--- src/verilog/arp_pkg.sv ---
`default_nettype none

package arp_pkg;

    typedef logic [7:0]  byte_t;
    typedef logic [47:0] mac_addr_t;
    typedef logic [31:0] ip_addr_t;
    typedef logic [15:0] oper_t;

    // ethernet header
    localparam logic [15:0] ETH_TYPE_ARP  = 16'h0806;
    localparam mac_addr_t   BROADCAST_MAC = 48'hFFFF_FFFF_FFFF;
    localparam int          ETH_HDR_LEN   = 14;
    localparam int          ETH_OFS_SRC   = 6;
    localparam int          ETH_OFS_TYPE  = 12;

    // arp body, offsets relative to its first byte
    localparam int ARP_BODY_LEN      = 28;
    localparam int ARP_OFS_OPER      = 6;
    localparam int ARP_OFS_SENDER_IP = 14;
    localparam int ARP_OFS_TARGET_IP = 24;

    localparam oper_t ARP_OPER_REQUEST = 16'd1;
    localparam oper_t ARP_OPER_REPLY   = 16'd2;

    // fixed reply fields
    localparam logic [15:0] ARP_HTYPE_ETH  = 16'h0001;
    localparam logic [15:0] ARP_PTYPE_IPV4 = 16'h0800;
    localparam byte_t       ARP_HLEN_ETH   = 8'd6;
    localparam byte_t       ARP_PLEN_IPV4  = 8'd4;

    // 42 data bytes, rest is zero padding
    localparam int REPLY_LEN = 60;

endpackage

`default_nettype wire

--- src/verilog/arp_req_if.sv ---
`timescale 1ns/10ps
`default_nettype none

interface arp_req_if;

    logic                done;
    arp_pkg::oper_t      oper;
    arp_pkg::mac_addr_t  sender_mac;
    arp_pkg::ip_addr_t   sender_ip;
    arp_pkg::ip_addr_t   target_ip;

    modport decode (
        output done, oper, sender_mac, sender_ip, target_ip
    );

    modport match (
        input done, oper, target_ip
    );

    // peer addresses for the reply
    modport reply (
        input sender_mac, sender_ip
    );

endinterface

`default_nettype wire

--- src/verilog/arp_frame_decode.sv ---
`timescale 1ns/10ps
`default_nettype none

module arp_frame_decode (
    input  wire                  sys_clk,
    input  wire                  sys_rst_n,
    input  wire                  rx_sop,
    input  wire                  rx_eop,
    input  wire                  rx_vld,
    input  wire arp_pkg::byte_t  rx_dat,
    arp_req_if.decode            req
);

    localparam int LAST_IDX = arp_pkg::ETH_HDR_LEN + arp_pkg::ARP_BODY_LEN - 1;
    localparam int OPER_IDX = arp_pkg::ETH_HDR_LEN + arp_pkg::ARP_OFS_OPER;
    localparam int SIP_IDX  = arp_pkg::ETH_HDR_LEN + arp_pkg::ARP_OFS_SENDER_IP;
    localparam int TIP_IDX  = arp_pkg::ETH_HDR_LEN + arp_pkg::ARP_OFS_TARGET_IP;

    logic [5:0]          byte_cnt;
    logic [5:0]          idx;
    logic                take;
    logic                last_seen;
    logic                done;
    arp_pkg::mac_addr_t  dst_mac;
    arp_pkg::mac_addr_t  src_mac;
    logic [15:0]         eth_type;
    arp_pkg::oper_t      oper;
    arp_pkg::ip_addr_t   sender_ip;
    arp_pkg::ip_addr_t   target_ip;

    function automatic logic in_field(input logic [5:0] pos, input int ofs, input int len);
        return (int'(pos) >= ofs) && (int'(pos) < ofs + len);
    endfunction

    // counter sits at 0 between frames, only sop opens one
    assign idx  = rx_sop ? 6'd0 : byte_cnt;
    assign take = rx_vld && (rx_sop || (byte_cnt != 6'd0));

    always_ff @(posedge sys_clk) begin
        if (!sys_rst_n) begin
            byte_cnt <= 6'd0;
        end else if (rx_vld && rx_eop) begin
            byte_cnt <= 6'd0;
        end else if (rx_vld && rx_sop) begin
            byte_cnt <= 6'd1;
        end else if (take && (byte_cnt != 6'h3f)) begin
            byte_cnt <= byte_cnt + 6'd1;
        end
    end

    // fields shift in msb first
    always_ff @(posedge sys_clk) begin
        if (take && in_field(idx, 0, 6)) begin
            dst_mac <= {dst_mac[39:0], rx_dat};
        end
        if (take && in_field(idx, arp_pkg::ETH_OFS_SRC, 6)) begin
            src_mac <= {src_mac[39:0], rx_dat};
        end
        if (take && in_field(idx, arp_pkg::ETH_OFS_TYPE, 2)) begin
            eth_type <= {eth_type[7:0], rx_dat};
        end
        if (take && in_field(idx, OPER_IDX, 2)) begin
            oper <= {oper[7:0], rx_dat};
        end
        if (take && in_field(idx, SIP_IDX, 4)) begin
            sender_ip <= {sender_ip[23:0], rx_dat};
        end
        if (take && in_field(idx, TIP_IDX, 4)) begin
            target_ip <= {target_ip[23:0], rx_dat};
        end
    end

    always_ff @(posedge sys_clk) begin
        if (!sys_rst_n) begin
            last_seen <= 1'b0;
            done      <= 1'b0;
        end else begin
            last_seen <= take && (int'(idx) == LAST_IDX);
            done      <= last_seen && (dst_mac == arp_pkg::BROADCAST_MAC)
                         && (eth_type == arp_pkg::ETH_TYPE_ARP);
        end
    end

    assign req.done       = done;
    assign req.oper       = oper;
    assign req.sender_mac = src_mac;
    assign req.sender_ip  = sender_ip;
    assign req.target_ip  = target_ip;

endmodule

`default_nettype wire

--- src/verilog/arp_request_match.sv ---
`timescale 1ns/10ps
`default_nettype none

module arp_request_match #(
    parameter arp_pkg::mac_addr_t RESET_MAC_ADDR = 48'h0,
    parameter arp_pkg::ip_addr_t  RESET_IP_ADDR  = 32'hC0A8_01F0
) (
    input  wire                      sys_clk,
    input  wire                      sys_rst_n,
    input  wire                      load_vld,
    input  wire arp_pkg::mac_addr_t  load_mac,
    input  wire arp_pkg::ip_addr_t   load_ip,
    arp_req_if.match                 req,
    output logic                     reply_start,
    output arp_pkg::mac_addr_t       station_mac,
    output arp_pkg::ip_addr_t        station_ip
);

    // station addresses, loaded at run time
    always_ff @(posedge sys_clk) begin
        if (!sys_rst_n) begin
            station_mac <= RESET_MAC_ADDR;
            station_ip  <= RESET_IP_ADDR;
        end else if (load_vld) begin
            station_mac <= load_mac;
            station_ip  <= load_ip;
        end
    end

    // request for our ip
    always_ff @(posedge sys_clk) begin
        if (!sys_rst_n) begin
            reply_start <= 1'b0;
        end else begin
            reply_start <= req.done
                           && (req.oper == arp_pkg::ARP_OPER_REQUEST)
                           && (req.target_ip == station_ip);
        end
    end

endmodule

`default_nettype wire

--- src/verilog/arp_reply_gen.sv ---
`timescale 1ns/10ps
`default_nettype none

module arp_reply_gen (
    input  wire                      sys_clk,
    input  wire                      sys_rst_n,
    input  wire                      reply_start,
    input  wire arp_pkg::mac_addr_t  station_mac,
    input  wire arp_pkg::ip_addr_t   station_ip,
    arp_req_if.reply                 req,
    output logic                     tx_sop,
    output logic                     tx_eop,
    output logic                     tx_vld,
    output arp_pkg::byte_t           tx_dat
);

    localparam int         HDR_BYTES = arp_pkg::ETH_HDR_LEN + arp_pkg::ARP_BODY_LEN;
    localparam logic [5:0] LAST_IDX  = 6'(arp_pkg::REPLY_LEN - 1);

    logic                    busy;
    logic [5:0]              idx;
    arp_pkg::mac_addr_t      peer_mac;
    arp_pkg::ip_addr_t       peer_ip;
    logic [8*HDR_BYTES-1:0]  hdr;
    arp_pkg::byte_t          sel_byte;

    // ethernet header then arp body, first byte at the top
    assign hdr = {peer_mac, station_mac, arp_pkg::ETH_TYPE_ARP,
                  arp_pkg::ARP_HTYPE_ETH, arp_pkg::ARP_PTYPE_IPV4,
                  arp_pkg::ARP_HLEN_ETH, arp_pkg::ARP_PLEN_IPV4,
                  arp_pkg::ARP_OPER_REPLY, station_mac, station_ip,
                  peer_mac, peer_ip};

    always_comb begin
        if (int'(idx) < HDR_BYTES) begin
            sel_byte = hdr[8*(HDR_BYTES-1-int'(idx)) +: 8];
        end else begin
            sel_byte = 8'h00;
        end
    end

    // starts while busy are dropped
    always_ff @(posedge sys_clk) begin
        if (!sys_rst_n) begin
            busy <= 1'b0;
            idx  <= 6'd0;
        end else if (!busy && reply_start) begin
            busy <= 1'b1;
            idx  <= 6'd0;
        end else if (busy && (idx == LAST_IDX)) begin
            busy <= 1'b0;
            idx  <= 6'd0;
        end else if (busy) begin
            idx <= idx + 6'd1;
        end
    end

    always_ff @(posedge sys_clk) begin
        if (!busy && reply_start) begin
            peer_mac <= req.sender_mac;
            peer_ip  <= req.sender_ip;
        end
    end

    // output stage
    always_ff @(posedge sys_clk) begin
        if (!sys_rst_n) begin
            tx_sop <= 1'b0;
            tx_eop <= 1'b0;
            tx_vld <= 1'b0;
            tx_dat <= 8'h00;
        end else begin
            tx_sop <= busy && (idx == 6'd0);
            tx_eop <= busy && (idx == LAST_IDX);
            tx_vld <= busy;
            tx_dat <= busy ? sel_byte : 8'h00;
        end
    end

endmodule

`default_nettype wire

--- src/verilog/arp_responder_top.sv ---
`timescale 1ns/10ps
`default_nettype none

module arp_responder_top #(
    parameter arp_pkg::mac_addr_t RESET_MAC_ADDR = 48'h0,
    parameter arp_pkg::ip_addr_t  RESET_IP_ADDR  = 32'hC0A8_01F0
) (
    input  wire                      sys_clk,
    input  wire                      sys_rst_n,

    input  wire                      load_parameter_vld,
    input  wire arp_pkg::mac_addr_t  lidar_mac_address,
    input  wire arp_pkg::ip_addr_t   lidar_ip_address,

    // receive stream, msb first
    input  wire                      mac_packet_rx_sop,
    input  wire                      mac_packet_rx_eop,
    input  wire                      mac_packet_rx_vld,
    input  wire arp_pkg::byte_t      mac_packet_rx_dat,

    output logic                     arp_tx_sop,
    output logic                     arp_tx_eop,
    output logic                     arp_tx_vld,
    output arp_pkg::byte_t           arp_tx_dat
);

    logic                reply_start;
    arp_pkg::mac_addr_t  station_mac;
    arp_pkg::ip_addr_t   station_ip;

    arp_req_if req_bus ();

    arp_frame_decode u_decode (
        .sys_clk   (sys_clk),
        .sys_rst_n (sys_rst_n),
        .rx_sop    (mac_packet_rx_sop),
        .rx_eop    (mac_packet_rx_eop),
        .rx_vld    (mac_packet_rx_vld),
        .rx_dat    (mac_packet_rx_dat),
        .req       (req_bus.decode)
    );

    arp_request_match #(
        .RESET_MAC_ADDR (RESET_MAC_ADDR),
        .RESET_IP_ADDR  (RESET_IP_ADDR)
    ) u_match (
        .sys_clk     (sys_clk),
        .sys_rst_n   (sys_rst_n),
        .load_vld    (load_parameter_vld),
        .load_mac    (lidar_mac_address),
        .load_ip     (lidar_ip_address),
        .req         (req_bus.match),
        .reply_start (reply_start),
        .station_mac (station_mac),
        .station_ip  (station_ip)
    );

    arp_reply_gen u_reply (
        .sys_clk     (sys_clk),
        .sys_rst_n   (sys_rst_n),
        .reply_start (reply_start),
        .station_mac (station_mac),
        .station_ip  (station_ip),
        .req         (req_bus.reply),
        .tx_sop      (arp_tx_sop),
        .tx_eop      (arp_tx_eop),
        .tx_vld      (arp_tx_vld),
        .tx_dat      (arp_tx_dat)
    );

endmodule

`default_nettype wire

--- config.mk ---
export PLATFORM = sky130hd
export DESIGN_NAME = arp_responder_top
export DESIGN_NICKNAME = d
export VERILOG_FILES = /design/src/verilog/arp_pkg.sv /design/src/verilog/arp_req_if.sv /design/src/verilog/arp_frame_decode.sv /design/src/verilog/arp_request_match.sv /design/src/verilog/arp_reply_gen.sv /design/src/verilog/arp_responder_top.sv
export SDC_FILE = /design/constraint.sdc
export NUM_CORES = 1
export LEC_CHECK = 0
export BUFFER_PORTS_ARGS = -buffer_cell sky130_fd_sc_hd__buf_4
export CAP_MARGIN = 0
export CORE_ASPECT_RATIO = 1.2
export CORE_MARGIN = 3
export CORE_UTILIZATION = 40
export CTS_BUF_LIST = sky130_fd_sc_hd__clkbuf_16
export DETAILED_ROUTE_END_ITERATION = 6
export GPL_TIMING_DRIVEN = 1
export MAX_ROUTING_LAYER = met4
export SLEW_MARGIN = 10
export SYNTH_ARGS = -nofsm -noshare
export SYNTH_HDL_FRONTEND = slang
export SYNTH_SLANG_ARGS = --single-unit
--- constraint.sdc ---
create_clock -name sys_clk -period 7.85 [get_ports sys_clk]
set_input_delay 0.785 -clock sys_clk [delete_from_list [all_inputs] [get_ports sys_clk]]
set_output_delay 0.785 -clock sys_clk [all_outputs]
set_load 0.02 [all_outputs]
==> results.ini <==
[grt]
grt_pass1_wl_um=50080
grt_pass1_vias=8362
grt_max_degree=65
grt_antenna_before_repair=0
grtUsageTotal=0.1709
overflow=0

[clocking]
clk_pin_slew_ns=0.06
htreeDepth=2
cts_buffers=39
tritoncts=built
hold_buffers=0
cts.sinks=379
cts.repair.resized=0
root_buffer=clkbuf_16
clock_latency_ns=0.54
ctsLongestPathBuffers=3
post_cts_buffers=0

[detailed_routing]
wl_per_cell_um=20.65
viasPerCell=5.191
totalWireLength_um=32610
vias=8197
drtIter0Drc=482
drc_errors=0
antenna_left=0
firstDrtPassIters=4

[yosys]
syn_nets=1073
ys_async_sr_fraction=0
synth_area_um2=14680
yosysWarnings=0
ys.flop_type=edfxtp_1
syn_inst=973
synth_area_per_cell_um2=15.09
synth.distinct_cells=76
synth_enable_flop_cells=272
ys_seq_elements=379
seq_area_frac_synth=0.7022

[timing]
hold_viol=0
maxSlewViolCount=0
period_needed_ns=3.773
rsz0062_at_grt=false
fin_worst_skew_ns=0.02149
fin_crit_sh=0.4806
slew_headroom=0.2050
setup_tns_ns=0
max_freq_mhz=265.1
worst_pin_slew_ns=1.186
final.setup.worst_slack_ns=4.077
setup_viol=0

[placed_design]
port_buffers=104
post-place-ws_ns=4.044
placed_area_um2=15910
place.gp.congestion=0.8654
hpwlAfterDp_um=22110

[setup_path]
crit_required_ns=8.30
arrival_ns=4.22
end_kind=register
critPathKind=register to register
path_max_fanout=49
critPathLaunchType=register

[pwr]
vdd_ir_drop_max_mv=0.1489
power.density_nw_per_um2=239.8
power_w=0.004112
leakage_nw=6.031

[floorplan]
fp.dieArea_um2=39050
start_util=0.4074
die_h_um=215.9
io_pins=105
coreArea_um2=36040
die_x_um=180.9
num_rows=76

[cells_and_area]
drive_gt1_frac=0.1980
fin_area_um2=17150
final_util=0.4758
final_nets=1181
syn_to_final_growth_pct=16.79
final_common_cell=edfxtp_1
antennaDiodeCount=0
final_cell_mix=272 x edfxtp_1, 114 x buf_4, 111 x nor2_1

[worst_hold_path]
hold_path.class=register to register

[flow_run]
drv_cap=0

[outcome]
status=completed

-- where the power goes --
group,leakage [nW],switching (W),internal (W)
combinational,2.05,0.0000733,0.0000718
clock,0.632,0.000751,0.00102
sequential,3.35,0.0000293,0.00217
-- final cells by class --
| cell class | instances | area (um^2) |
|---|---|---|
| multi-input cells | 537 | 4115 |
| well taps | 468 | 585.6 |
| clock inverters | 30 | 211.5 |
| fillers | 3152 | 18890 |
| flip-flops and latches | 379 | 10310 |
| repair buffers | 114 | 855.8 |
| clock buffers | 41 | 1026 |
| inverters | 10 | 37.54 |
-- path summary, 6_finish.rpt --
path / start / depth (start not counted) / end / slack (ns)
worst min register to register: u_decode.req.sender_mac[41] / 0 / u_reply.peer_mac[41] / 0.41
worst min-delay path: u_decode.req.sender_mac[41] / 0 / u_reply.peer_mac[41] / 0.41
worst max-delay path: u_reply.idx[1] / 9 / u_reply.tx_dat[2] / 4.08
worst max register to register: u_reply.idx[1] / 9 / u_reply.tx_dat[2] / 4.08
-- cells by family after synthesis --
group,count (synthesis),synth area share
mux,142,0.1173
buf+inv,57,0.01994
compound gates,98,0.04594
simple gates,243,0.07985
fa+ha+maj,6,0.005113
xor+xnor,48,0.02966
flops,379,0.7022
-- flip-flops by register name, indices dropped and copies added, names as in the netlist, 16 cells and up --
signal and flops:
u_decode.dst_mac 48, u_decode.req.sender_mac 48, u_match.station_mac 48, u_reply.peer_mac 48, u_decode.req.sender_ip 32, u_decode.req.target_ip 32, u_match.station_ip 32, u_reply.peer_ip 32
u_decode.eth_type 16, u_decode.req.oper 16
-- cell usage after synthesis (all sizes together), types with 4 or more instances --
cell type    n  share of area
nand4       18         0.0077
ha           6         0.0051
xnor2       11         0.0071
nand2       38         0.0097
nor4        18         0.0077
nor2       111          0.028
nor3        11         0.0037
nor4b        6         0.0040
buf         33          0.014
clkbuf      14         0.0037
o22ai        7         0.0034
o21ai       26         0.0091
mux4        23          0.035
inv         10         0.0026
dfxtp      107           0.15
mux2        10         0.0077
a31oi        5         0.0021
a22oi        4         0.0020
and3         5         0.0021
nand3       12         0.0041
xor2        37          0.023
nor2b        4         0.0017
edfxtp     272           0.56
a21oi       16         0.0055
mux2i      109          0.074
o22a         4         0.0024
-- worst max-delay path: stages (launching register included) --
cell	delay, ns
dfxtp_2	0.31
buf_4	0.56
inv_1	0.43
ha_1	0.89
inv_1	0.43
nor2_1	0.32
o21ai_0	0.14
a21o_1	0.22
a32o_1	0.25
a21oi_1	0.13
-- metrics by stage --
step / hold WS [ns] / instances
3_5_place_dp: 0.4057 / 1508
3_3_place_gp: 0.4006 / 1508
6_report: 0.4128 / 1579
4_1_cts: 0.4171 / 1579
2_1_floorplan: 0.4003 / 973
5_1_grt: 0.4309 / 1579
-- metal layers --
| layer | track usage | vias up | wire [um] |
|---|---|---|---|
| li1 | - | 3913 | - |
| met1 | 0.2179 | 4036 | 14360 |
| met2 | 0.2758 | 202 | 15890 |
| met3 | 0.02916 | 46 | 1384 |
| met4 | 0.06424 | 0 | 984 |
| met5 | - | - | 0 |
Note: power is estimated with default switching activity, not from simulation.
